[src/common/dma_params.svh]
// DMA subsystem sizes, AXI address map and channel register offsets
`ifndef DMA_PARAMS_SVH
`define DMA_PARAMS_SVH

`define NUM_CH      8
`define MEM_DEPTH   256
`define DATA_W      32
`define ADDR_W      12

// channel register block, one per channel
`define CH_STRIDE   16
`define REG_CTRL    4'h0
`define REG_SRC     4'h4
`define REG_DST     4'h8
`define REG_LEN     4'hc

// done in [7:0], busy in [15:8]
`define REG_STATUS  12'h080

// host window onto the scratch memory
`define MEM_BASE    12'h400
`define MEM_END     12'h7ff

`endif
[src/common/dma_pkg.sv]
// DMA shared types for channel numbers, masks, word addresses and data
`default_nettype none

`include "dma_params.svh"

package dma_pkg;

	// channel number
	typedef logic [$clog2(`NUM_CH)-1:0] ch_idx_t;

	// one bit per channel
	typedef logic [`NUM_CH-1:0] ch_mask_t;

	// scratch memory word address, also the LEN register
	typedef logic [$clog2(`MEM_DEPTH)-1:0] word_addr_t;

	typedef logic [`DATA_W-1:0] data_t;

	localparam logic [1:0] RESP_OKAY = 2'b00;

endpackage

`default_nettype wire

[src/design/dma_arbiter.sv]
// DMA channel arbiter picking the next channel by level, then round robin
`timescale 1ns/100ps
`default_nettype none

`include "dma_params.svh"

module dma_arbiter
	import dma_pkg::*;
(
	input  ch_mask_t request,
	input  ch_mask_t level,
	input  ch_idx_t  current_channel,
	output ch_idx_t  granted_channel
);

	ch_mask_t req_high;
	ch_mask_t req_low;
	ch_idx_t  pick_high;
	ch_idx_t  pick_low;

	// circular search starting after cur, cur itself checked last
	function automatic ch_idx_t rr_pick(input ch_mask_t req, input ch_idx_t cur);
		ch_idx_t pick;
		ch_idx_t idx;
		pick = cur;
		// walk from the far end so the nearest hit wins
		for (int k = `NUM_CH; k >= 1; k--) begin
			idx = cur + ch_idx_t'(k); // wraps
			if (req[idx])
				pick = idx;
		end
		return pick;
	endfunction

	assign req_high = request & level;
	assign req_low  = request & ~level;

	always_comb begin
		pick_high = rr_pick(req_high, current_channel);
		pick_low  = rr_pick(req_low, current_channel);
	end

	// any high request shuts out the low group
	assign granted_channel = (|req_high) ? pick_high : pick_low;

endmodule

`default_nettype wire

[config.mk]
export PLATFORM = sky130hd
export DESIGN_NAME = dma_arbiter
export DESIGN_NICKNAME = d
export VERILOG_FILES = /design/src/common/dma_pkg.sv /design/src/design/dma_arbiter.sv
export VERILOG_INCLUDE_DIRS = /design/src /design/src/common
export SDC_FILE = /design/constraint.sdc
export NUM_CORES = 1
export LEC_CHECK = 0
export ABC_AREA = 1
export BUFFER_PORTS_ARGS = -buffer_cell sky130_fd_sc_hd__buf_4
export CORE_MARGIN = 1.5
export CORE_UTILIZATION = 65
export DETAILED_ROUTE_END_ITERATION = 8
export MAX_ROUTING_LAYER = met4
export PLACE_DENSITY = 0.9
export SETUP_SLACK_MARGIN = 0.15
export SLEW_MARGIN = 10
export SYNTH_ARGS = -nofsm -noshare
export SYNTH_HDL_FRONTEND = slang
export SYNTH_SLANG_ARGS = --single-unit
[constraint.sdc]
create_clock -name vclk -period 6.45
set_input_delay 1.29 -clock vclk [all_inputs]
set_output_delay 1.29 -clock vclk [all_outputs]
set_load 0.005 [all_outputs]
==> run_results.csv <==
group,metric,value,unit
status,status,"finished clean",
power,swShare,0.614,
route,viasPerCell,5.73,
power,intPower,0.0637,mW
floorplan,core,2000,um^2
synthesis,synth.avg_cell_area,5.75,um^2
placement,dp_cells,286,
sta,slew_headroom,0.658,
global_routing,grt_max_degree,20,
power,powerDensity,108,nW/um^2
sta,tightest_slew,0.508,ns
floorplan,rows,16,
worst_hold_path,whs_path_depth,4,
worst_setup_path,crit_arrival,3.68,ns
worst_setup_path,crit_fanout,19,
clock_network,holdBufCountCts,0,
route,wl_per_cell,13.0,um
finish,seq_cells,0,
finish,syn_to_final_growth,9.00,%
clock_network,ctsResizeCount,0,
synthesis,synthCells,244,
finish,insertedDiodeCount,0,
route,drc_errors,0,
global_routing,overflow,0,
synthesis,synthMuxAreaShare,0,
route,dr.max_layer_used,"met4",
floorplan,dieArea,2450,um^2
finish,layout_common_cells,"77 x nand2_1, 55 x nand3_1, 30 x nand3_2",
worst_setup_path,worstSetupStartpointType,"input port",
global_routing,grt.total_usage,0.334,
worst_hold_path,min_to,"granted_channel[0]",
sta,final_max_slew_viol_count,0,
placement,place_congestion,0.986,
route,dr.pass1.iters,6,
sta,setup_tns,0,ns
synthesis,mappedNetlistArea,1400,um^2
sta,rsz0062_at_grt,"false",
synthesis,synth_compound_area_frac,0.0668,
finish,layout_commonest_cell,"nand2_1",
synthesis,synthAdderAreaFrac,0.0178,
floorplan,start_util,0.701,
route,wl_met1,1.59,mm
global_routing,antenna_found_initial,0,
synthesis,synth_nets,265,
sta,whs,3.06,ns
sta,hold_viol,0,
global_routing,grt_pass1_vias,1456,
synthesis,synth-xor-area-share,0.0392,
floorplan,die_h,49.5,um
power,p_leak,0.881,nW
placement,placed_cell_area,1530,um^2
sta,timing.final.crit_share,0.771,
worst_setup_path,end_kind,"output pin",
worst_setup_path,critPathRequiredTime,5.16,ns
synthesis,yosysSeqAreaShare,0,
route,wl_met3,388,um
power,p_sw,0.101,mW
route,wl_met2,1.67,mm
synthesis,synth_top_family_by_area,"simple AND/OR/NAND/NOR gates",
route,final_antenna_net_count,0,
floorplan,io_pins,22,
placement,dpl.hpwl,3.12,mm
worst_hold_path,min_path_type,"input port to output pin",
placement,portBuffers,22,
finish,regArea,0,um^2
power,p_comb_frac,1.000,
worst_setup_path,critical_path_class,"input port to output pin",
finish,final_cells,286,
power,pwr-share-clk,0,
synthesis,synthSimpleGateAreaFrac,0.725,
route,dr.first_iter.drc_count,97,
sta,timing.final.crit_period,4.97,ns
finish,drive_gt1_frac,0.293,
global_routing,grt_pass1_wl,6.48,mm
sta,setup_violations,0,
finish,fillers,178,
finish,num-clock-buffers,0,
sta,clock.fmax,0.201,GHz
route,vias,1638,
synthesis,yosys_warnings,0,
finish,fin_area,1530,um^2
power,ir_drop,0.0000679,V
route,drt-total-wl,3.70,mm
worst_hold_path,hp-start,"current_channel[0]",
finish,fin_nets,282,
clock_network,post-cts-setup-buffer-count,0,
synthesis,yosysUniqueCellTypes,26,
job,maxCapViolations,0,
floorplan,die_x,49.5,um
power,power_frac_seq,0,
## power groups by stage
stage / sequential [mW] / clock [mW] / combinational, mW
2_1_floorplan: 0 / 0 / 0.123
3_3_place_gp: 0 / 0 / 0.162
3_5_place_dp: 0 / 0 / 0.162
4_1_cts: 0 / 0 / 0.163
5_1_grt: 0 / 0 / 0.186
6_report: 0 / 0 / 0.165
## cells in the mapped netlist
library cell | instances | area share
nand2_1 | 77 | 0.21
nand3_1 | 55 | 0.20
nand3_2 | 30 | 0.21
inv_1 | 27 | 0.072
a21oi_1 | 14 | 0.050
nand2_2 | 8 | 0.036
inv_2 | 7 | 0.019
buf_2 | 3 | 0.011
buf_6 | 2 | 0.016
ha_1 | 2 | 0.018
nand3_4 | 2 | 0.025
nor2_1 | 2 | 0.0053
o21bai_1 | 2 | 0.011
a22o_1 | 1 | 0.0062
and2_1 | 1 | 0.0045
and3_1 | 1 | 0.0045
buf_12 | 1 | 0.014
buf_8 | 1 | 0.011
inv_8 | 1 | 0.0080
nand4_1 | 1 | 0.0045
nand4_2 | 1 | 0.0089
nor2_2 | 1 | 0.0045
nor2_4 | 1 | 0.0080
nor4_2 | 1 | 0.0089
xnor2_4 | 1 | 0.020
xor2_4 | 1 | 0.020
## cell type report
class	count	area, um^2	share of cell area
inverter	35	139	0.0908
multi-input combinational	202	1190	0.779
tap	27	33.8	0.0221
timing repair buffer	22	165	0.108
## how the worst max path moves through the flow
stage / startpoint / endpoint / slack [ns] / cells after the start
after floorplan: current_channel[0] / granted_channel[1] / 2.19 / 18
after global placement: current_channel[0] / granted_channel[0] / 1.55 / 16
after detailed placement: current_channel[0] / granted_channel[2] / 1.50 / 19
after CTS: current_channel[0] / granted_channel[2] / 1.50 / 19
after global routing: current_channel[0] / granted_channel[0] / 1.19 / 16
final: current_channel[0] / granted_channel[0] / 1.48 / 16
## critical path, cell delays in order
cell and delay (ns):
buf_4 0.25, inv_8 0.12, ha_1 0.60, inv_1 0.33
nand3_1 0.17, and2_1 0.17, nand2_2 0.07, nand2_2 0.08
a21oi_1 0.04, o21bai_1 0.11, nand2_1 0.07, nand2_1 0.08
nand2_1 0.06, nand2_1 0.06, nand2_1 0.05, buf_4 0.13
## per-layer routing
layer / up-vias / track usage
met1: 704 / 0.448
li1: 836 / -
met4: 0 / 0.0324
met5: - / -
met3: 4 / 0.0273
met2: 94 / 0.570
## stage by stage
| stage | util | setup slack, ns | power, mW |
|---|---|---|---|
| after CTS | 0.764 | 1.50 | 0.163 |
| after global routing | 0.764 | 1.19 | 0.186 |
| after global placement | 0.764 | 1.55 | 0.162 |
| after detailed placement | 0.764 | 1.50 | 0.162 |
| final | 0.764 | 1.48 | 0.165 |
| after floorplan | - | 2.19 | 0.123 |
## cell families after synthesis
kind of cell | count (synthesis)
buf+inv | 42
simple gates | 181
fa+ha+maj | 2
xor+xnor | 2
compound gates | 17
No activity file was read; power rests on OpenSTA's default activity.
