--- config.mk ---
export PLATFORM = sky130hd
export DESIGN_NAME = dma_engine
export DESIGN_NICKNAME = d
export VERILOG_FILES = /design/src/common/dma_pkg.sv /design/src/dma_engine/dma_engine.sv
export VERILOG_INCLUDE_DIRS = /design/src /design/src/common
export SDC_FILE = /design/constraint.sdc
export NUM_CORES = 1
export LEC_CHECK = 0
export BUFFER_PORTS_ARGS = -buffer_cell sky130_fd_sc_hd__buf_2
export CORE_AREA = 5 5 156 158
export DETAILED_ROUTE_END_ITERATION = 10
export DIE_AREA = 0 0 161 163
export PLACE_DENSITY_LB_ADDON = 0.08
export SLEW_MARGIN = 15
export SYNTH_ARGS = -nofsm -noshare
export SYNTH_HDL_FRONTEND = slang
export SYNTH_SLANG_ARGS = --single-unit
--- constraint.sdc ---
create_clock -name clk -period 4.6 [get_ports clk]
set_input_delay 1.15 -clock clk [delete_from_list [all_inputs] [get_ports clk]]
set_output_delay 1.15 -clock clk [all_outputs]
set_load 0.05 [all_outputs]
--- src/common/dma_params.svh ---
// DMA subsystem sizes, AXI address map and channel register offsets
`ifndef DMA_PARAMS_SVH
`define DMA_PARAMS_SVH

`define NUM_CH      8
`define MEM_DEPTH   256
`define DATA_W      32
`define ADDR_W      12

// channel register block, one per channel
`define CH_STRIDE   16
`define REG_CTRL    4'h0
`define REG_SRC     4'h4
`define REG_DST     4'h8
`define REG_LEN     4'hc

// done in [7:0], busy in [15:8]
`define REG_STATUS  12'h080

// host window onto the scratch memory
`define MEM_BASE    12'h400
`define MEM_END     12'h7ff

`endif
--- src/common/dma_pkg.sv ---
// DMA shared types for channel numbers, masks, word addresses and data
`default_nettype none

`include "dma_params.svh"

package dma_pkg;

	// channel number
	typedef logic [$clog2(`NUM_CH)-1:0] ch_idx_t;

	// one bit per channel
	typedef logic [`NUM_CH-1:0] ch_mask_t;

	// scratch memory word address, also the LEN register
	typedef logic [$clog2(`MEM_DEPTH)-1:0] word_addr_t;

	typedef logic [`DATA_W-1:0] data_t;

	localparam logic [1:0] RESP_OKAY = 2'b00;

endpackage

`default_nettype wire

--- src/dma_engine/dma_engine.sv ---
// DMA copy engine moving one word per grant with per-channel progress counters
`timescale 1ns/100ps
`default_nettype none

`include "dma_params.svh"

module dma_engine
	import dma_pkg::*;
(
	input  logic       clk,
	input  logic       rst,
	input  ch_mask_t   start,
	input  word_addr_t ch_src [`NUM_CH],
	input  word_addr_t ch_dst [`NUM_CH],
	input  word_addr_t ch_len [`NUM_CH],
	input  ch_mask_t   ch_level,
	output ch_mask_t   busy,
	output ch_mask_t   done_set,
	output ch_mask_t   request,
	output ch_mask_t   level,
	output ch_idx_t    current_channel,
	input  ch_idx_t    granted_channel,
	output word_addr_t b_addr,
	output logic       b_we,
	output data_t      b_wdata,
	input  data_t      b_rdata
);

	typedef enum logic [1:0] {
		S_GRANT,
		S_WAIT,
		S_WRITE
	} state_t;

	state_t     state;
	ch_idx_t    sel;
	ch_idx_t    last_q;
	ch_mask_t   busy_q;
	ch_mask_t   lvl_q;
	ch_mask_t   zero_done_q;
	ch_mask_t   remain_nz;
	logic       last_word;
	data_t      data_q;
	word_addr_t src_ptr [`NUM_CH];
	word_addr_t dst_ptr [`NUM_CH];
	word_addr_t remain [`NUM_CH];

	always_comb begin
		for (int i = 0; i < `NUM_CH; i++)
			remain_nz[i] = remain[i] != '0;
	end

	assign busy            = busy_q;
	assign request         = busy_q & remain_nz;
	assign level           = lvl_q;
	assign current_channel = last_q;

	assign last_word = (state == S_WRITE) && (remain[sel] == word_addr_t'(1));
	assign done_set  = zero_done_q | (last_word ? (ch_mask_t'(1) << sel) : '0);

	// source read on grant, destination write two cycles on
	assign b_addr  = (state == S_WRITE) ? dst_ptr[sel] : src_ptr[granted_channel];
	assign b_we    = state == S_WRITE;
	assign b_wdata = data_q;

	always_ff @(posedge clk) begin
		if (rst) begin
			state       <= S_GRANT;
			sel         <= '0;
			last_q      <= '0;
			busy_q      <= '0;
			lvl_q       <= '0;
			zero_done_q <= '0;
		end else begin
			zero_done_q <= '0;
			for (int i = 0; i < `NUM_CH; i++) begin
				if (start[i] && !busy_q[i]) begin
					lvl_q[i] <= ch_level[i];
					if (ch_len[i] == '0)
						zero_done_q[i] <= 1'b1; // nothing to move
					else
						busy_q[i] <= 1'b1;
				end
			end

			case (state)
				S_GRANT: begin
					if (|request) begin
						sel   <= granted_channel;
						state <= S_WAIT;
					end
				end
				S_WAIT: state <= S_WRITE;
				S_WRITE: begin
					last_q <= sel;
					state  <= S_GRANT;
					if (last_word)
						busy_q[sel] <= 1'b0;
				end
				default: state <= S_GRANT;
			endcase
		end
	end

	// progress counters and read data
	always_ff @(posedge clk) begin
		for (int i = 0; i < `NUM_CH; i++) begin
			if (start[i] && !busy_q[i]) begin
				src_ptr[i] <= ch_src[i];
				dst_ptr[i] <= ch_dst[i];
				remain[i]  <= ch_len[i];
			end
		end
		if (state == S_WAIT)
			data_q <= b_rdata;
		if (state == S_WRITE) begin
			src_ptr[sel] <= src_ptr[sel] + 1'b1;
			dst_ptr[sel] <= dst_ptr[sel] + 1'b1;
			remain[sel]  <= remain[sel] - 1'b1;
		end
	end

endmodule

`default_nettype wire

==> metrics.txt <==
outcome finished, final reports clean; worst setup margin 0.2178 ns; total grt overflow 0; met2 Use GR 0.5217; Avg Inst Size Synth 12.80 sq um; Initial Util 0.5640; antenna violations before repair 1; grt met3 use 0.05669; Critical Path AT 3.23 ns; Pwr Density 400.3 nW/um^2; Worst Clk Skew 0.009277 ns; Antenna Nets Post-Route 0; CTS Hold Bufs 0; Port Buffer Count 320; hold worst-path end current_channel[2]$_SDFFE_PP0P_; Post-CTS Setup Inserts 0; CTS tree done; top-level port count 321; Worst-path clk slew 0.06 ns; gr usage total 0.3047; R2R setup slack 1.38 ns; setup TNS 0 ns; Post-Syn Area 12,960 sq um; Final Setup Violations 0; Yosys cell types 48; Post-Synthesis Cells 1,013; worst reg2reg endpoint dst_ptr[1][2]$_DFFE_PP_; Hold/Removal Path Class reg -> reg; maxcap violations 0; global-route wire length before repair 59,690 um; most area-hungry cell type in the Yosys netlist edfxtp_1; WS Path Type reg -> out; hold path start current_channel[2]$_SDFFE_PP0P_; 1st-pass router iterations 6; Clock Path Buffers 3; root buffer cell clkbuf_16; CP required 3.45 ns; unrepaired setup endpoints after global routing no; clock sink count 259; fill count 1,764; area grow syn2layout 22.25%; Worst VDD drop 0.2871 mV; Slew Viols, Final 0; vias 10,040; Worst-Margin Slew 0.9651 ns; Achievable Freq 228.2 MHz; die area 26,240 sq um; crit path launch type flip-flop; share of the synthesized area in the top cell type 0.5189; Die H 163 um; footprint of the multi-input gates 5268 sq um; Final Hold Fails 0; register area 7431 sq um; die width 161 um; Skew-Pair Late Insertion Delay 0.53 ns; drt wl/cell 24.90 um; busiest grt layer met2; total CTS buffers 27; Synth Warn # 0; FF+latch count, synth 259; Final Wtd Congestion 0.9007; share of layout cells above drive strength 1 0.3922; Hold Crit Depth 2; Slew HR 0.3552; Seq/Total Area, Yosys 0.5730; post-cts resize count 0; Leak 6.465 nW; H-Tree Depth 1; Routed WL 41,090 um; Main synth FF type edfxtp_1; Tmin final 4.382 ns; number of global-route vias before repair 10,250; drt via density 6.084; dpl hpwl 28,730 um; count leader, synth nand2_1; ys async rst share 0; EDFF count, synth 224; Core Area 22,980 sq um; utilization after layout 0.6895; Post-layout nets 1,588; placement-stage worst setup slack 0.6114 ns; total nets after synthesis 1,262; Reg2Reg Depth 6; Initial DRC Count 1,079; DRC 0; commonest cells in the synthesized netlist 248 x nand2_1, 224 x edfxtp_1, 86 x o21ai_0; largest fanout on the critical path 41; largest net degree at the start of global routing 42; GR Util met1 0.3896; element type at the critical path end primary output; synth top area cells edfxtp_1 52%, mux4_2 8.9%, nand2_1 7.2%; fin crit share 0.9527; FP Rows 56
worst max-delay path by stage:
stage / from / to / slack [ns] / depth (start not counted)
after floorplan: granted_channel[0] / b_addr[0] / 0.12 / 5
after global placement: granted_channel[0] / b_addr[1] / 0.63 / 6
after detailed placement: granted_channel[0] / b_addr[1] / 0.61 / 6
after CTS: flip-flop / done_set[5] / 0.17 / 8
after global routing: flip-flop / done_set[5] / 0.07 / 8
final: flip-flop / done_set[5] / 0.22 / 8
worst max-delay path: stages, from the launching register on:
cell	delay [ns]
dfxtp_2	0.50
buf_12	0.35
mux4_2	0.59
mux2i_4	0.25
nand4_4	0.15
nor2_2	0.14
buf_4	0.25
a21o_1	0.17
buf_2	0.26
flip-flops by register name, summed over array words and instances, names as in the netlist, named ones only:
| register | flops |
|---|---|
| b_wdata | 32 |
| zero_done_q | 8 |
| dst_ptr | 64 |
| current_channel | 3 |
| level | 8 |
| state | 2 |
| busy | 8 |
| sel | 3 |
| remain | 64 |
| src_ptr | 64 |
layer usage:
metal  routed length, um  part of all wire  up-vias
met3                3994             0.097      100
met5                   0                 0        -
met1               15150              0.37     4854
met2               20360              0.50      599
met4                1588             0.039        0
li1                    -                 -     4486
layout by cell type, fill, tap and decap left out, drive strengths merged, types with 23 or more instances in the layout:
cell      n
dfxtp    35
mux2     44
clkbuf   35
o21ai   133
buf     352
edfxtp  224
nor4     35
nand2   248
nor2     23
mux4     64
mux2i    31
through the flow:
stage	area, sq um	hold slack, ns	power, mW	std cells
3_5_place_dp	14920	0.4642	4.100	1600
3_3_place_gp	14920	0.4531	4.078	1600
2_1_floorplan	12960	0.5915	3.663	1013
5_1_grt	15850	0.5025	6.556	1650
4_1_cts	15840	0.4724	6.360	1649
6_report	15850	0.4732	6.343	1650
power breakdown:
part	switching [mW]	internal, mW
Combinational	0.800	0.431
Clock	0.907	1.37
Sequential	0.0900	2.74
Total	1.80	4.55
logic make-up (layout without fill, tap and decap cells):
logic type | count (synthesis) | in the layout | synth area share
AO/OA/AOI/OAI | 177 | 177 | 0.07635
XOR/XNOR | 18 | 18 | 0.01940
adder cells (fa/ha/maj) | 4 | 4 | 0.003861
buffers and inverters | 57 | 403 | 0.02210
flip-flops | 259 | 259 | 0.5730
multiplexers | 139 | 139 | 0.1819
other | 0 | 1 | 0
AND/OR/NAND/NOR | 359 | 359 | 0.1235
cell type report:
cell class / instances / area share
diodes: 1 / 0.0001579
clock buffers: 35 / 0.04769
clock inverters: 14 / 0.01042
inverters: 2 / 0.0004737
multi-input cells: 697 / 0.3324
flip-flops and latches: 259 / 0.4689
well taps: 290 / 0.02290
repair buffers: 352 / 0.1170
No activity file was read; power rests on OpenSTA's default activity.
