--- src/common/dma_params.svh ---
// DMA subsystem sizes, AXI address map and channel register offsets
`ifndef DMA_PARAMS_SVH
`define DMA_PARAMS_SVH

`define NUM_CH      8
`define MEM_DEPTH   256
`define DATA_W      32
`define ADDR_W      12

// channel register block, one per channel
`define CH_STRIDE   16
`define REG_CTRL    4'h0
`define REG_SRC     4'h4
`define REG_DST     4'h8
`define REG_LEN     4'hc

// done in [7:0], busy in [15:8]
`define REG_STATUS  12'h080

// host window onto the scratch memory
`define MEM_BASE    12'h400
`define MEM_END     12'h7ff

`endif
--- src/common/dma_pkg.sv ---
// DMA shared types for channel numbers, masks, word addresses and data
`default_nettype none

`include "dma_params.svh"

package dma_pkg;

	// channel number
	typedef logic [$clog2(`NUM_CH)-1:0] ch_idx_t;

	// one bit per channel
	typedef logic [`NUM_CH-1:0] ch_mask_t;

	// scratch memory word address, also the LEN register
	typedef logic [$clog2(`MEM_DEPTH)-1:0] word_addr_t;

	typedef logic [`DATA_W-1:0] data_t;

	localparam logic [1:0] RESP_OKAY = 2'b00;

endpackage

`default_nettype wire

--- src/design/dma_regs.sv ---
// DMA register block decoding AXI4-Lite accesses to channel setup, status and memory
`timescale 1ns/100ps
`default_nettype none

`include "dma_params.svh"

module dma_regs
	import dma_pkg::*;
(
	input  logic              clk,
	input  logic              rst,
	input  logic [`ADDR_W-1:0] awaddr,
	input  logic              awvalid,
	output logic              awready,
	input  data_t             wdata,
	input  logic              wvalid,
	output logic              wready,
	output logic [1:0]        bresp,
	output logic              bvalid,
	input  logic              bready,
	input  logic [`ADDR_W-1:0] araddr,
	input  logic              arvalid,
	output logic              arready,
	output data_t             rdata,
	output logic [1:0]        rresp,
	output logic              rvalid,
	input  logic              rready,
	output ch_mask_t          start,
	output word_addr_t        ch_src [`NUM_CH],
	output word_addr_t        ch_dst [`NUM_CH],
	output word_addr_t        ch_len [`NUM_CH],
	output ch_mask_t          ch_level,
	input  ch_mask_t          done_set,
	input  ch_mask_t          busy,
	output word_addr_t        a_addr,
	output logic              a_we,
	output data_t             a_wdata,
	input  data_t             a_rdata
);

	localparam int STRIDE_SH = $clog2(`CH_STRIDE);

	logic       idle;
	logic       wr_go;
	logic       rd_go;
	logic       wr_hs;
	logic       rd_hs;
	logic       wr_is_ch;
	logic       wr_is_mem;
	logic       rd_is_ch;
	logic       rd_is_mem;
	ch_idx_t    wr_ch;
	ch_idx_t    rd_ch;
	ch_mask_t   w1c;
	ch_mask_t   done_q;
	data_t      reg_rdata;
	data_t      rd_reg_q;
	logic       rd_mem_q;
	word_addr_t rd_word_q;

	// one transaction at a time, write wins a tie
	assign idle  = !awready && !bvalid && !arready && !rvalid;
	assign wr_go = awvalid && wvalid && idle;
	assign rd_go = arvalid && idle && !wr_go;

	assign wr_hs = awvalid && awready && wvalid && wready;
	assign rd_hs = arvalid && arready;

	assign wr_is_mem = (awaddr >= `MEM_BASE) && (awaddr <= `MEM_END);
	assign rd_is_mem = (araddr >= `MEM_BASE) && (araddr <= `MEM_END);
	assign wr_is_ch  = awaddr < `ADDR_W'(`NUM_CH * `CH_STRIDE);
	assign rd_is_ch  = araddr < `ADDR_W'(`NUM_CH * `CH_STRIDE);
	assign wr_ch     = ch_idx_t'(awaddr >> STRIDE_SH);
	assign rd_ch     = ch_idx_t'(araddr >> STRIDE_SH);

	assign w1c = (wr_hs && awaddr == `REG_STATUS) ? wdata[`NUM_CH-1:0] : '0;

	assign bresp = RESP_OKAY;
	assign rresp = RESP_OKAY;

	// host memory port
	assign a_we    = wr_hs && wr_is_mem;
	assign a_wdata = wdata;
	always_comb begin
		if (awready)
			a_addr = word_addr_t'(awaddr >> 2);
		else if (arready)
			a_addr = word_addr_t'(araddr >> 2);
		else
			a_addr = rd_word_q; // hold so a_rdata stays put under rvalid
	end

	always_comb begin
		reg_rdata = '0;
		if (araddr == `REG_STATUS) begin
			reg_rdata = data_t'({busy, done_q});
		end else if (rd_is_ch) begin
			case (araddr[STRIDE_SH-1:0])
				`REG_CTRL: reg_rdata = data_t'({ch_level[rd_ch], busy[rd_ch]});
				`REG_SRC:  reg_rdata = data_t'(ch_src[rd_ch]);
				`REG_DST:  reg_rdata = data_t'(ch_dst[rd_ch]);
				`REG_LEN:  reg_rdata = data_t'(ch_len[rd_ch]);
				default:   reg_rdata = '0;
			endcase
		end
	end

	assign rdata = rd_mem_q ? a_rdata : rd_reg_q;

	always_ff @(posedge clk) begin
		if (rst) begin
			awready  <= 1'b0;
			wready   <= 1'b0;
			arready  <= 1'b0;
			bvalid   <= 1'b0;
			rvalid   <= 1'b0;
			start    <= '0;
			ch_level <= '0;
			done_q   <= '0;
			rd_mem_q <= 1'b0;
		end else begin
			awready <= wr_go;
			wready  <= wr_go;
			arready <= rd_go;
			start   <= '0;

			if (wr_hs)
				bvalid <= 1'b1;
			else if (bready)
				bvalid <= 1'b0;

			if (rd_hs) begin
				rvalid   <= 1'b1;
				rd_mem_q <= rd_is_mem;
			end else if (rready) begin
				rvalid <= 1'b0;
			end

			if (wr_hs && wr_is_ch && awaddr[STRIDE_SH-1:0] == `REG_CTRL) begin
				ch_level[wr_ch] <= wdata[1];
				start[wr_ch]    <= wdata[0] && !busy[wr_ch]; // busy channel ignores
			end

			// a restart clears the old done, a new done beats a clear
			done_q <= (done_q & ~w1c & ~start) | done_set;
		end
	end

	always_ff @(posedge clk) begin
		if (wr_hs && wr_is_ch) begin
			case (awaddr[STRIDE_SH-1:0])
				`REG_SRC: ch_src[wr_ch] <= word_addr_t'(wdata);
				`REG_DST: ch_dst[wr_ch] <= word_addr_t'(wdata);
				`REG_LEN: ch_len[wr_ch] <= word_addr_t'(wdata);
				default: ;
			endcase
		end
		if (rd_hs) begin
			rd_reg_q  <= reg_rdata;
			rd_word_q <= word_addr_t'(araddr >> 2);
		end
	end

endmodule

`default_nettype wire

--- config.mk ---
export PLATFORM = sky130hd
export DESIGN_NAME = dma_regs
export DESIGN_NICKNAME = d
export VERILOG_FILES = /design/src/common/dma_pkg.sv /design/src/design/dma_regs.sv
export VERILOG_INCLUDE_DIRS = /design/src /design/src/common
export SDC_FILE = /design/constraint.sdc
export NUM_CORES = 1
export LEC_CHECK = 0
export ABC_AREA = 1
export ABC_CLOCK_PERIOD_IN_PS = 2200
export BUFFER_PORTS_ARGS = -buffer_cell sky130_fd_sc_hd__buf_2
export CORE_ASPECT_RATIO = 0.75
export CORE_MARGIN = 4
export CORE_UTILIZATION = 50
export CTS_CLUSTER_SIZE = 30
export DETAILED_ROUTE_END_ITERATION = 10
export PLACE_DENSITY = 0.82
export SKIP_CTS_REPAIR_TIMING = 1
export SLEW_MARGIN = 25
export SYNTH_ARGS = -nofsm -noshare
export SYNTH_HDL_FRONTEND = slang
export SYNTH_SLANG_ARGS = --single-unit
--- constraint.sdc ---
create_clock -name clk -period 2.2 [get_ports clk]
set_input_delay 0.22 -clock clk [delete_from_list [all_inputs] [get_ports clk]]
set_output_delay 0.22 -clock clk [all_outputs]
set_load 0.02 [all_outputs]
==> run metrics, run 1 <==
status=complete, no violations; largest family of logic cells by synthesized area=simple AND/OR/NAND/NOR gates; CTS Buf Count=24; CP Capture Type=output pin; clock root buffer=clkbuf_16; Hold WC Path Type=in -> reg; most frequent cell after synthesis=edfxtp_1; Synth Area in Simple Gates=19.86%; final total negative setup slack=0 ns; Layout Area Growth over Synthesis=29.21%; RSZ-0062 raised after global routing=false; pwr dens=746.1 mW/mm^2; CTS Sinks=245; maximum capacitance violations=0; Slew Viols, Final=0; Final Hold Vio Count=0; largest net degree at the start of global routing=58; Post-synth top flop=edfxtp_1; Clock Latency Late Sink=0.53 ns; design area=0.01418 mm^2; met1 Resource Use GR=44.57%; Crit Reg-Reg Endpoint=ch_src[15]; CTS clk-pin slew, worst paths=0.07 ns; top cells by count, synth=edfxtp_1, nor2_1, nand2_1; met2 Use GR=46.26%; Leakage=6.096 nW; global-route wire length before repair=56920 um; Placed Area=0.01308 mm^2; met3 Use GR=10.01%; DRT iter0 DRCs=1415; Worst path max stage delay=0.43 ns; Ys Warns=0; GPL Wtd Cong=0.9702; via count=10072; vias in the first global route=9317; full die area=0.02441 mm^2; initial antenna violation count=1; hold_ws=0.03078 ns; area of the mapped netlist=0.01097 mm^2; die height=136.3 um; R2R Setup Slk=0.35 ns; grt peak-use layer=met2; top cell type's share of synthesized area=59.11%; Initial Util=51.39%; ant diodes=0; syn avg cell area=10.11 um^2; Compound-Gate Fraction of Synth Area=6.100%; synthesized instance count=1085; number of core rows=46; Worst Setup SP=arready; width of the chip=179.1 um; share of synthesized registers carrying an async set or reset=0%; multiplexer area fraction after synthesis=1.642%; Core Area=0.02135 mm^2; reg-to-reg startpoint=wready; Yosys reg bits=245; Port Buffer Count=348; post-synth top area cell=edfxtp_1; sequential fraction of the synthesis area=64.40%; Worst EP required=1.98 ns; fmax=473.5 MHz; CP max stage cell=dfxtp_2; clk_skew=0.01914 ns; GRT Total Usage=31.49%; CP max FO=7; Critical Path AT=1.89 ns; # IOs=401; nets=1571; worst rel slew slack=54.57%; deepest clock path buffer count=3; xor/xnor share of the synthesized area=0%; Worst-Margin Slew=0.6778 ns; worst r2r path cells=8; Final setup viols=0; Via-to-Cell Ratio=5.703; worst setup path class=reg -> out; peak supply drop=650.4 uV; CP most frequent cell=a21oi_1; total congestion overflow=0; final WL=40610 um; share of layout cells above drive strength 1=33.42%; worst setup path endpoint=a_addr[2]; Synth cell types=33; cells along the critical path=clkinvlp_4 -> buf_4 -> o21ai_0 -> a21oi_1 -> a21oi_1 -> buf_2; Adder-Cell Fraction of Synth Area=0%; synth top area cells=edfxtp_1, nor2_1, nand3_1; CTS tree=yes; DRC viols=0; number of routed nets with antenna violations=0; Max H-tree Level=1; minimum clock period=2.112 ns; EDFF count, synth=216; detailed placement HPWL=30070 um; first drt pass iteration count=6; period utilization=95.99%; crit start category=flop; wire length per cell=22.99 um
[cell usage in the layout (no fill, tap or decap), drive strengths merged]
master / instances
a21oi: 34
buf: 417
bufinv: 6
clkbuf: 26
clkinv: 6
clkinvlp: 4
conb: 4
dfxtp: 29
dlygate4sd3: 16
edfxtp: 216
inv: 98
mux2: 16
nand2: 153
nand3: 121
nand4: 2
nor2: 216
nor3: 14
nor4: 2
o211ai: 8
o21ai: 84
o22ai: 3
or2: 2
or4: 1
[kinds of logic after synthesis]
group / Yosys count
other cells: 1
flops: 245
mux: 16
buf+inv: 183
simple gates: 511
compound gates: 129
[how the worst min path moves through the flow]
stage | to | slack (ns) | depth (start not counted) | startpoint
after floorplan | ch_dst[0] | 0.32 | 0 | wdata[0]
after global placement | done_q[4] | 0.42 | 3 | done_set[4]
final | rd_word_q[4] | 0.03 | 1 | araddr[6]
after detailed placement | rd_word_q[7] | 0.43 | 1 | araddr[9]
after global routing | rd_word_q[4] | 0.003 | 1 | araddr[6]
after CTS | rd_word_q[7] | -0.10 | 1 | araddr[9]
[metal layers]
layer | wire, um | vias up
met2 | 17750 | 847
li1 | - | 4377
met3 | 6185 | 104
met4 | 1449 | 2
met1 | 15210 | 4742
met5 | 13 | -
[power by group]
group | leakage, nW | total (mW) | internal [mW] | switching (mW)
clock | 0.427 | 4.63 | 2.80 | 1.83
sequential | 2.15 | 5.09 | 5.07 | 0.0180
combinational | 3.51 | 0.855 | 0.274 | 0.580
[through the flow]
stage | power [mW] | util [%] | worst slack [ns] | instances
floorplan | 5.680 | - | 0.1554 | 1088
global placement | 5.967 | 61.27 | 0.2912 | 1701
detailed placement | 5.983 | 61.27 | 0.2816 | 1701
CTS | 10.53 | 65.45 | 0.01443 | 1745
global route | 10.84 | 66.40 | 0.01439 | 1766
finish | 10.58 | 66.40 | 0.08822 | 1766
[critical path, delay by kind of cell (launching register included)]
family | cells | cell delay [ns]
AO/OA/AOI/OAI | 3 | 0.37
buffers and inverters | 3 | 0.57
flip-flops | 1 | 0.43
[final cells by class]
cell class                      count  area (um^2)
Fill cell                        1653         7174
Sequential cell                   245         7068
Multi-Input combinational cell    660         3048
Timing Repair Buffer              433         2445
Clock buffer                       26        629.4
Inverter                           96        366.6
Tap cell                          288        360.3
Clock inverter                     18        261.5
[sequential cells by signal, indices dropped and copies added (netlist names), 8 cells and up]
name	count
ch_src	64
start	8
ch_len	64
done_q	8
rd_reg_q	16
rd_word_q	8
ch_dst	64
ch_level	8
Note: power is estimated with default switching activity, not from simulation.
==> run 2, diff against run 1 <==
- CTS_BUF_LIST: unset -> sky130_fd_sc_hd__clkbuf_8 sky130_fd_sc_hd__clkbuf_16
- MAX_ROUTING_LAYER: unset -> met4
==> run 2 against run 1 <==
Net effect:
- final cell count unchanged
- global-route usage up 1.2 points
- critical path depth down 1
- largest power group unchanged
==> run metrics, run 2 (same netlist as run 1, synthesis figures left out) <==
vias in the first global route=9204; Max H-tree Level=1; clk_skew=0.01572 ns; CP Capture Type=output pin; wire length per cell=23.10 um; deepest clock path buffer count=3; Largest regs=ch_dst (64), ch_len (64), ch_src (64); GPL Wtd Cong=0.9948; number of routed nets with antenna violations=0; worst setup path class=reg -> out; detailed placement HPWL=30600 um; full die area=0.02441 mm^2; Port Buffer Count=348; worst rel slew slack=55.57%; hold_ws=0.03302 ns; Layout Area Growth over Synthesis=28.73%; period utilization=99.44%; minimum clock period=2.188 ns; final WL=40800 um; Clock power frac=41.6%; CTS Sinks=245; CP most frequent cell=a21oi_1; Crit Reg-Reg Endpoint=ch_src[29]; # IOs=401; Hold WC Path Type=in -> reg; DRC viols=0; R2R Setup Slk=0.32 ns; global-route wire length before repair=57330 um; CTS tree=yes; Psw=2.362 mW; commonest non-fill, non-tap cells in the layout=buf_2, edfxtp_1, nor2_1; Clock Latency Late Sink=0.52 ns; Worst EP required=1.98 ns; Via-to-Cell Ratio=5.665; clock root buffer=clkbuf_16; largest net degree at the start of global routing=45; cells along the critical path=clkinvlp_4 -> o21ai_0 -> a21oi_1 -> a21oi_1 -> buf_2; CTS Buf Count=24; fmax=457.1 MHz; Critical Path AT=1.97 ns; Worst-Margin Slew=0.6628 ns; peak supply drop=670.1 uV; reg-to-reg startpoint=wready; Initial Util=51.39%; Reg power frac=50.0%; crit start category=flop; initial antenna violation count=1; Comb power frac=8.4%; power consumption=10.18 mW; Internal Power=7.817 mW; via count=10004; total congestion overflow=0; Final Hold Vio Count=0; Hold Path Sink=rd_mem_q; width of the chip=179.1 um; number of core rows=46; Worst path max stage delay=0.43 ns; worst hold path depth=4; Critical path buffers and inverters=2; nets=1571; CTS clk-pin slew, worst paths=0.07 ns; Worst path top cell family by delay=compound AO/OA/AOI/OAI gates; worst r2r path cells=8; Core Area=0.02135 mm^2; hold_sp=araddr[11]; DRT iter0 DRCs=1572; die height=136.3 um; first drt pass iteration count=6; Slew Viols, Final=0; pwr dens=720.6 mW/mm^2; most common cell after layout, fill and taps aside=buf_2; Final setup viols=0; maximum capacitance violations=0; Leakage=6.087 nW; switch share=23.20%; status=complete, no violations; share of layout cells above drive strength 1=33.31%; CP max stage cell=dfxtp_2; CP max FO=8; GRT Total Usage=32.65%
run 2: worst max-delay path by stage:
stage	start	end	slack, ns	cells past startpoint
2_1_floorplan	wready	ch_src[0]	0.16	7
6_report	arready	a_addr[0]	0.01	5
4_1_cts	arready	a_addr[0]	-0.03	5
3_3_place_gp	awaddr[8]	ch_src[28]	0.31	9
3_5_place_dp	awaddr[8]	ch_len[23]	0.24	9
5_1_grt	arready	a_addr[0]	-0.008	5
run 2: cell type report:
class | instances | area [um^2]
inverters | 96 | 366.6
repair buffers | 433 | 2460
clock inverters | 12 | 93.84
multi-input cells | 660 | 3044
flip-flops and latches | 245 | 7068
fillers | 1647 | 7227
well taps | 288 | 360.3
diodes | 1 | 2.502
clock buffers | 31 | 730.7
run 2: metal layers:
metal | share of wire, % | track usage, % | routed length (um)
met1 | 38 | 46.52 | 15670
met2 | 43 | 47.12 | 17740
met3 | 15 | 8.869 | 6191
met4 | 2.9 | 7.627 | 1198
met5 | 0 | - | 0
run 2: power by group through the flow:
stage	Combinational (mW)	Clock [mW]	Sequential [mW]
floorplan	0.490	0	5.19
global placement	0.779	0	5.19
detailed placement	0.792	0	5.19
CTS	0.796	4.24	5.09
global route	0.907	4.45	5.09
finish	0.852	4.23	5.09
run 2: per-stage QoR:
stage                     util [%]  std cells  setup TNS (ns)  area, um^2  setup slack, ns
after floorplan                  -       1088               0       10980           0.1554
after global placement       61.33       1701               0       13100           0.3098
after detailed placement     61.33       1701               0       13100           0.2406
after CTS                    65.19       1744        -0.03176       13920         -0.03176
after global routing         66.15       1766       -0.007923       14130        -0.007923
final                        66.15       1766               0       14130          0.01236
run 2: worst reg2reg max path, stage by stage (launching register included):
cell and delay [ns]:
dfxtp_1 0.39, inv_4 0.09, nor2_4 0.13, nand3_2 0.14
inv_1 0.11, nand4_1 0.15, buf_4 0.23, nor2_1 0.15
buf_4 0.21
==> run 3, diff against run 2 <==
- ABC_AREA: 1 -> unset
- CORE_UTILIZATION: 50 -> 49
- PLACE_DENSITY: 0.82 -> 0.81
==> run 3 against run 2 <==
Net effect:
- the flow now finishes with violations (negative hold slack)
- critical path depth is 2 lower
- sequential power hardly changed
- die area is 2.3% lower
- utilization is 0.91 points lower
- synthesized cell count is 38% lower
- worst hold slack worse by 0.039 ns
- clock power is 3% higher
- total power is 0.34% lower
- combinational power is 19% lower
- highest routed layer unchanged
==> run metrics, run 3 <==
Placed Cells=1305; Max H-tree Level=1; initial antenna violation count=0; DRT iter0 DRCs=798; peak supply drop=529.2 uV; register area=0.007067 mm^2; area of the mapped netlist=0.01049 mm^2; Final Hold Vio Count=1; top cell type's share of synthesized area=61.82%; Slew Viols, Final=0; RSZ-0062 raised after global routing=false; Via-to-Cell Ratio=5.702; Worst-Margin Slew=0.7195 ns; die height=134.7 um; top cells by count, synth=edfxtp_1, mux2i_1, nor2_1; most frequent cell after synthesis=edfxtp_1; wire length per cell=26.32 um; Post-synth top flop=edfxtp_1; CP max FO=11; period utilization=92.03%; CTS tree=yes; syn avg cell area=15.57 um^2; total congestion overflow=0; EDFF count, synth=216; deepest clock path buffer count=3; area of the multi-input gates=0.002952 mm^2; worst setup path class=reg -> out; post-synth top area cell=edfxtp_1; number of core rows=46; fmax=493.9 MHz; Port Buffer Count=348; GPL Wtd Cong=0.9531; maximum capacitance violations=0; Layout Area Growth over Synthesis=31.37%; Worst EP required=1.98 ns; detailed placement HPWL=26630 um; CTS Sinks=245; CTS clk-pin slew, worst paths=0.06 ns; Ys Warns=0; Core Area=0.02112 mm^2; # fillers=1514; Critical Path AT=1.80 ns; CTS Buf Count=25; first drt pass iteration count=5; Initial Util=49.67%; minimum clock period=2.025 ns; Placed Area=0.01273 mm^2; # IOs=401; clock root buffer=clkbuf_16; GRT Total Usage=29.82%; hold_ws=-0.006211 ns; Synth cell types=40; vias in the first global route=7568; CP Capture Type=output pin; violated checks=negative hold slack; Largest regs=ch_dst (64), ch_len (64), ch_src (64); worst rel slew slack=52.03%; DRC viols=0; crit start category=flop; share of synthesized registers carrying an async set or reset=0%; design area=0.01378 mm^2; clk_skew=0.009281 ns; Final Non-Filler Cells=1370; Clock Latency Late Sink=0.53 ns; Hold WC Path Type=in -> reg; nets=1174; width of the chip=177.0 um; Leakage=5.610 nW; commonest non-fill, non-tap cells in the layout=buf_2, edfxtp_1, mux2i_1; share of layout cells above drive strength 1=48.61%; global-route wire length before repair=50410 um; Yosys reg bits=245; ant diodes=0; sequential fraction of the synthesis area=67.36%; synthesized instance count=674; number of routed nets with antenna violations=0; fin worst setup slack=0.1754 ns; power consumption=10.14 mW; full die area=0.02384 mm^2; final WL=36060 um; largest net degree at the start of global routing=35; pwr dens=736.0 mW/mm^2; status=complete, but fails checks; Final setup viols=0; Post-Place Worst Slack=-0.2506 ns; synth top area cells=edfxtp_1, mux4_2, mux2i_1; via count=7812; most common cell after layout, fill and taps aside=buf_2
[run 3: changes by cell type after synthesis, sizes merged, moves of 26 or more]
cell / before / now
mux2i: 0 / 63
nand2: 153 / 21
o21ai: 84 / 11
nor2: 216 / 58
nand3: 121 / 18
inv: 96 / 14
a21oi: 34 / 8
mux4: 0 / 36
[run 3: cell families (layout without fill, tap and decap cells)]
group	count (synthesis)	in the layout	synth area share, %
muxes	117	117	15.67
DFF	245	245	67.36
buffers and inverters	87	492	4.615
AOI/OAI and AO/OA	57	57	3.649
other	1	4	0.03574
and+or+nand+nor	167	167	8.670
[run 3: worst paths after layout]
kind,from,endpoint,slack (ns),depth (start not counted)
setup / recovery,arready,a_addr[6],0.18,3
hold / removal,awvalid,wready,-0.006,3
setup reg to reg,ch_src[51],rd_reg_q[3],0.18,4
hold reg to reg,rvalid,wready,0.49,1
[run 3: cell type report]
class	count	share of cell area (%)
sequential	245	51.28
multi-input combinational	345	21.42
timing repair buffer	432	18.01
clock buffer	32	5.238
tap	288	2.615
clock inverter	14	1.062
inverter	14	0.3813
[run 3: where the power goes]
group | leakage, nW | internal, mW | switching [mW]
Combinational | 2.97 | 0.279 | 0.413
Sequential | 2.21 | 5.07 | 0.0152
Clock | 0.424 | 2.57 | 1.80
[run 3: metal layers]
| layer | routed length [um] | share of wire, % | global-route usage, % | vias to the layer above |
|---|---|---|---|---|
| met5 | 0 | 0 | - | - |
| met4 | 788 | 2.2 | 7.131 | 0 |
| met3 | 4573 | 13 | 8.116 | 49 |
| met2 | 16660 | 46 | 45.56 | 578 |
| met1 | 14040 | 39 | 40.55 | 3849 |
| li1 | - | - | - | 3336 |
[run 3: worst max-delay path: stages (launching register included)]
cell	delay, ns
dfxtp_1	0.71
mux2i_1	0.31
o21ai_0	0.10
buf_2	0.16
[run 3: through the flow]
stage,setup TNS (ns),utilization [%]
global placement,-42.99,60.25
CTS,-0.3558,64.36
finish,0,65.25
detailed placement,-42.17,60.25
global route,0,65.25
floorplan,-21.41,-
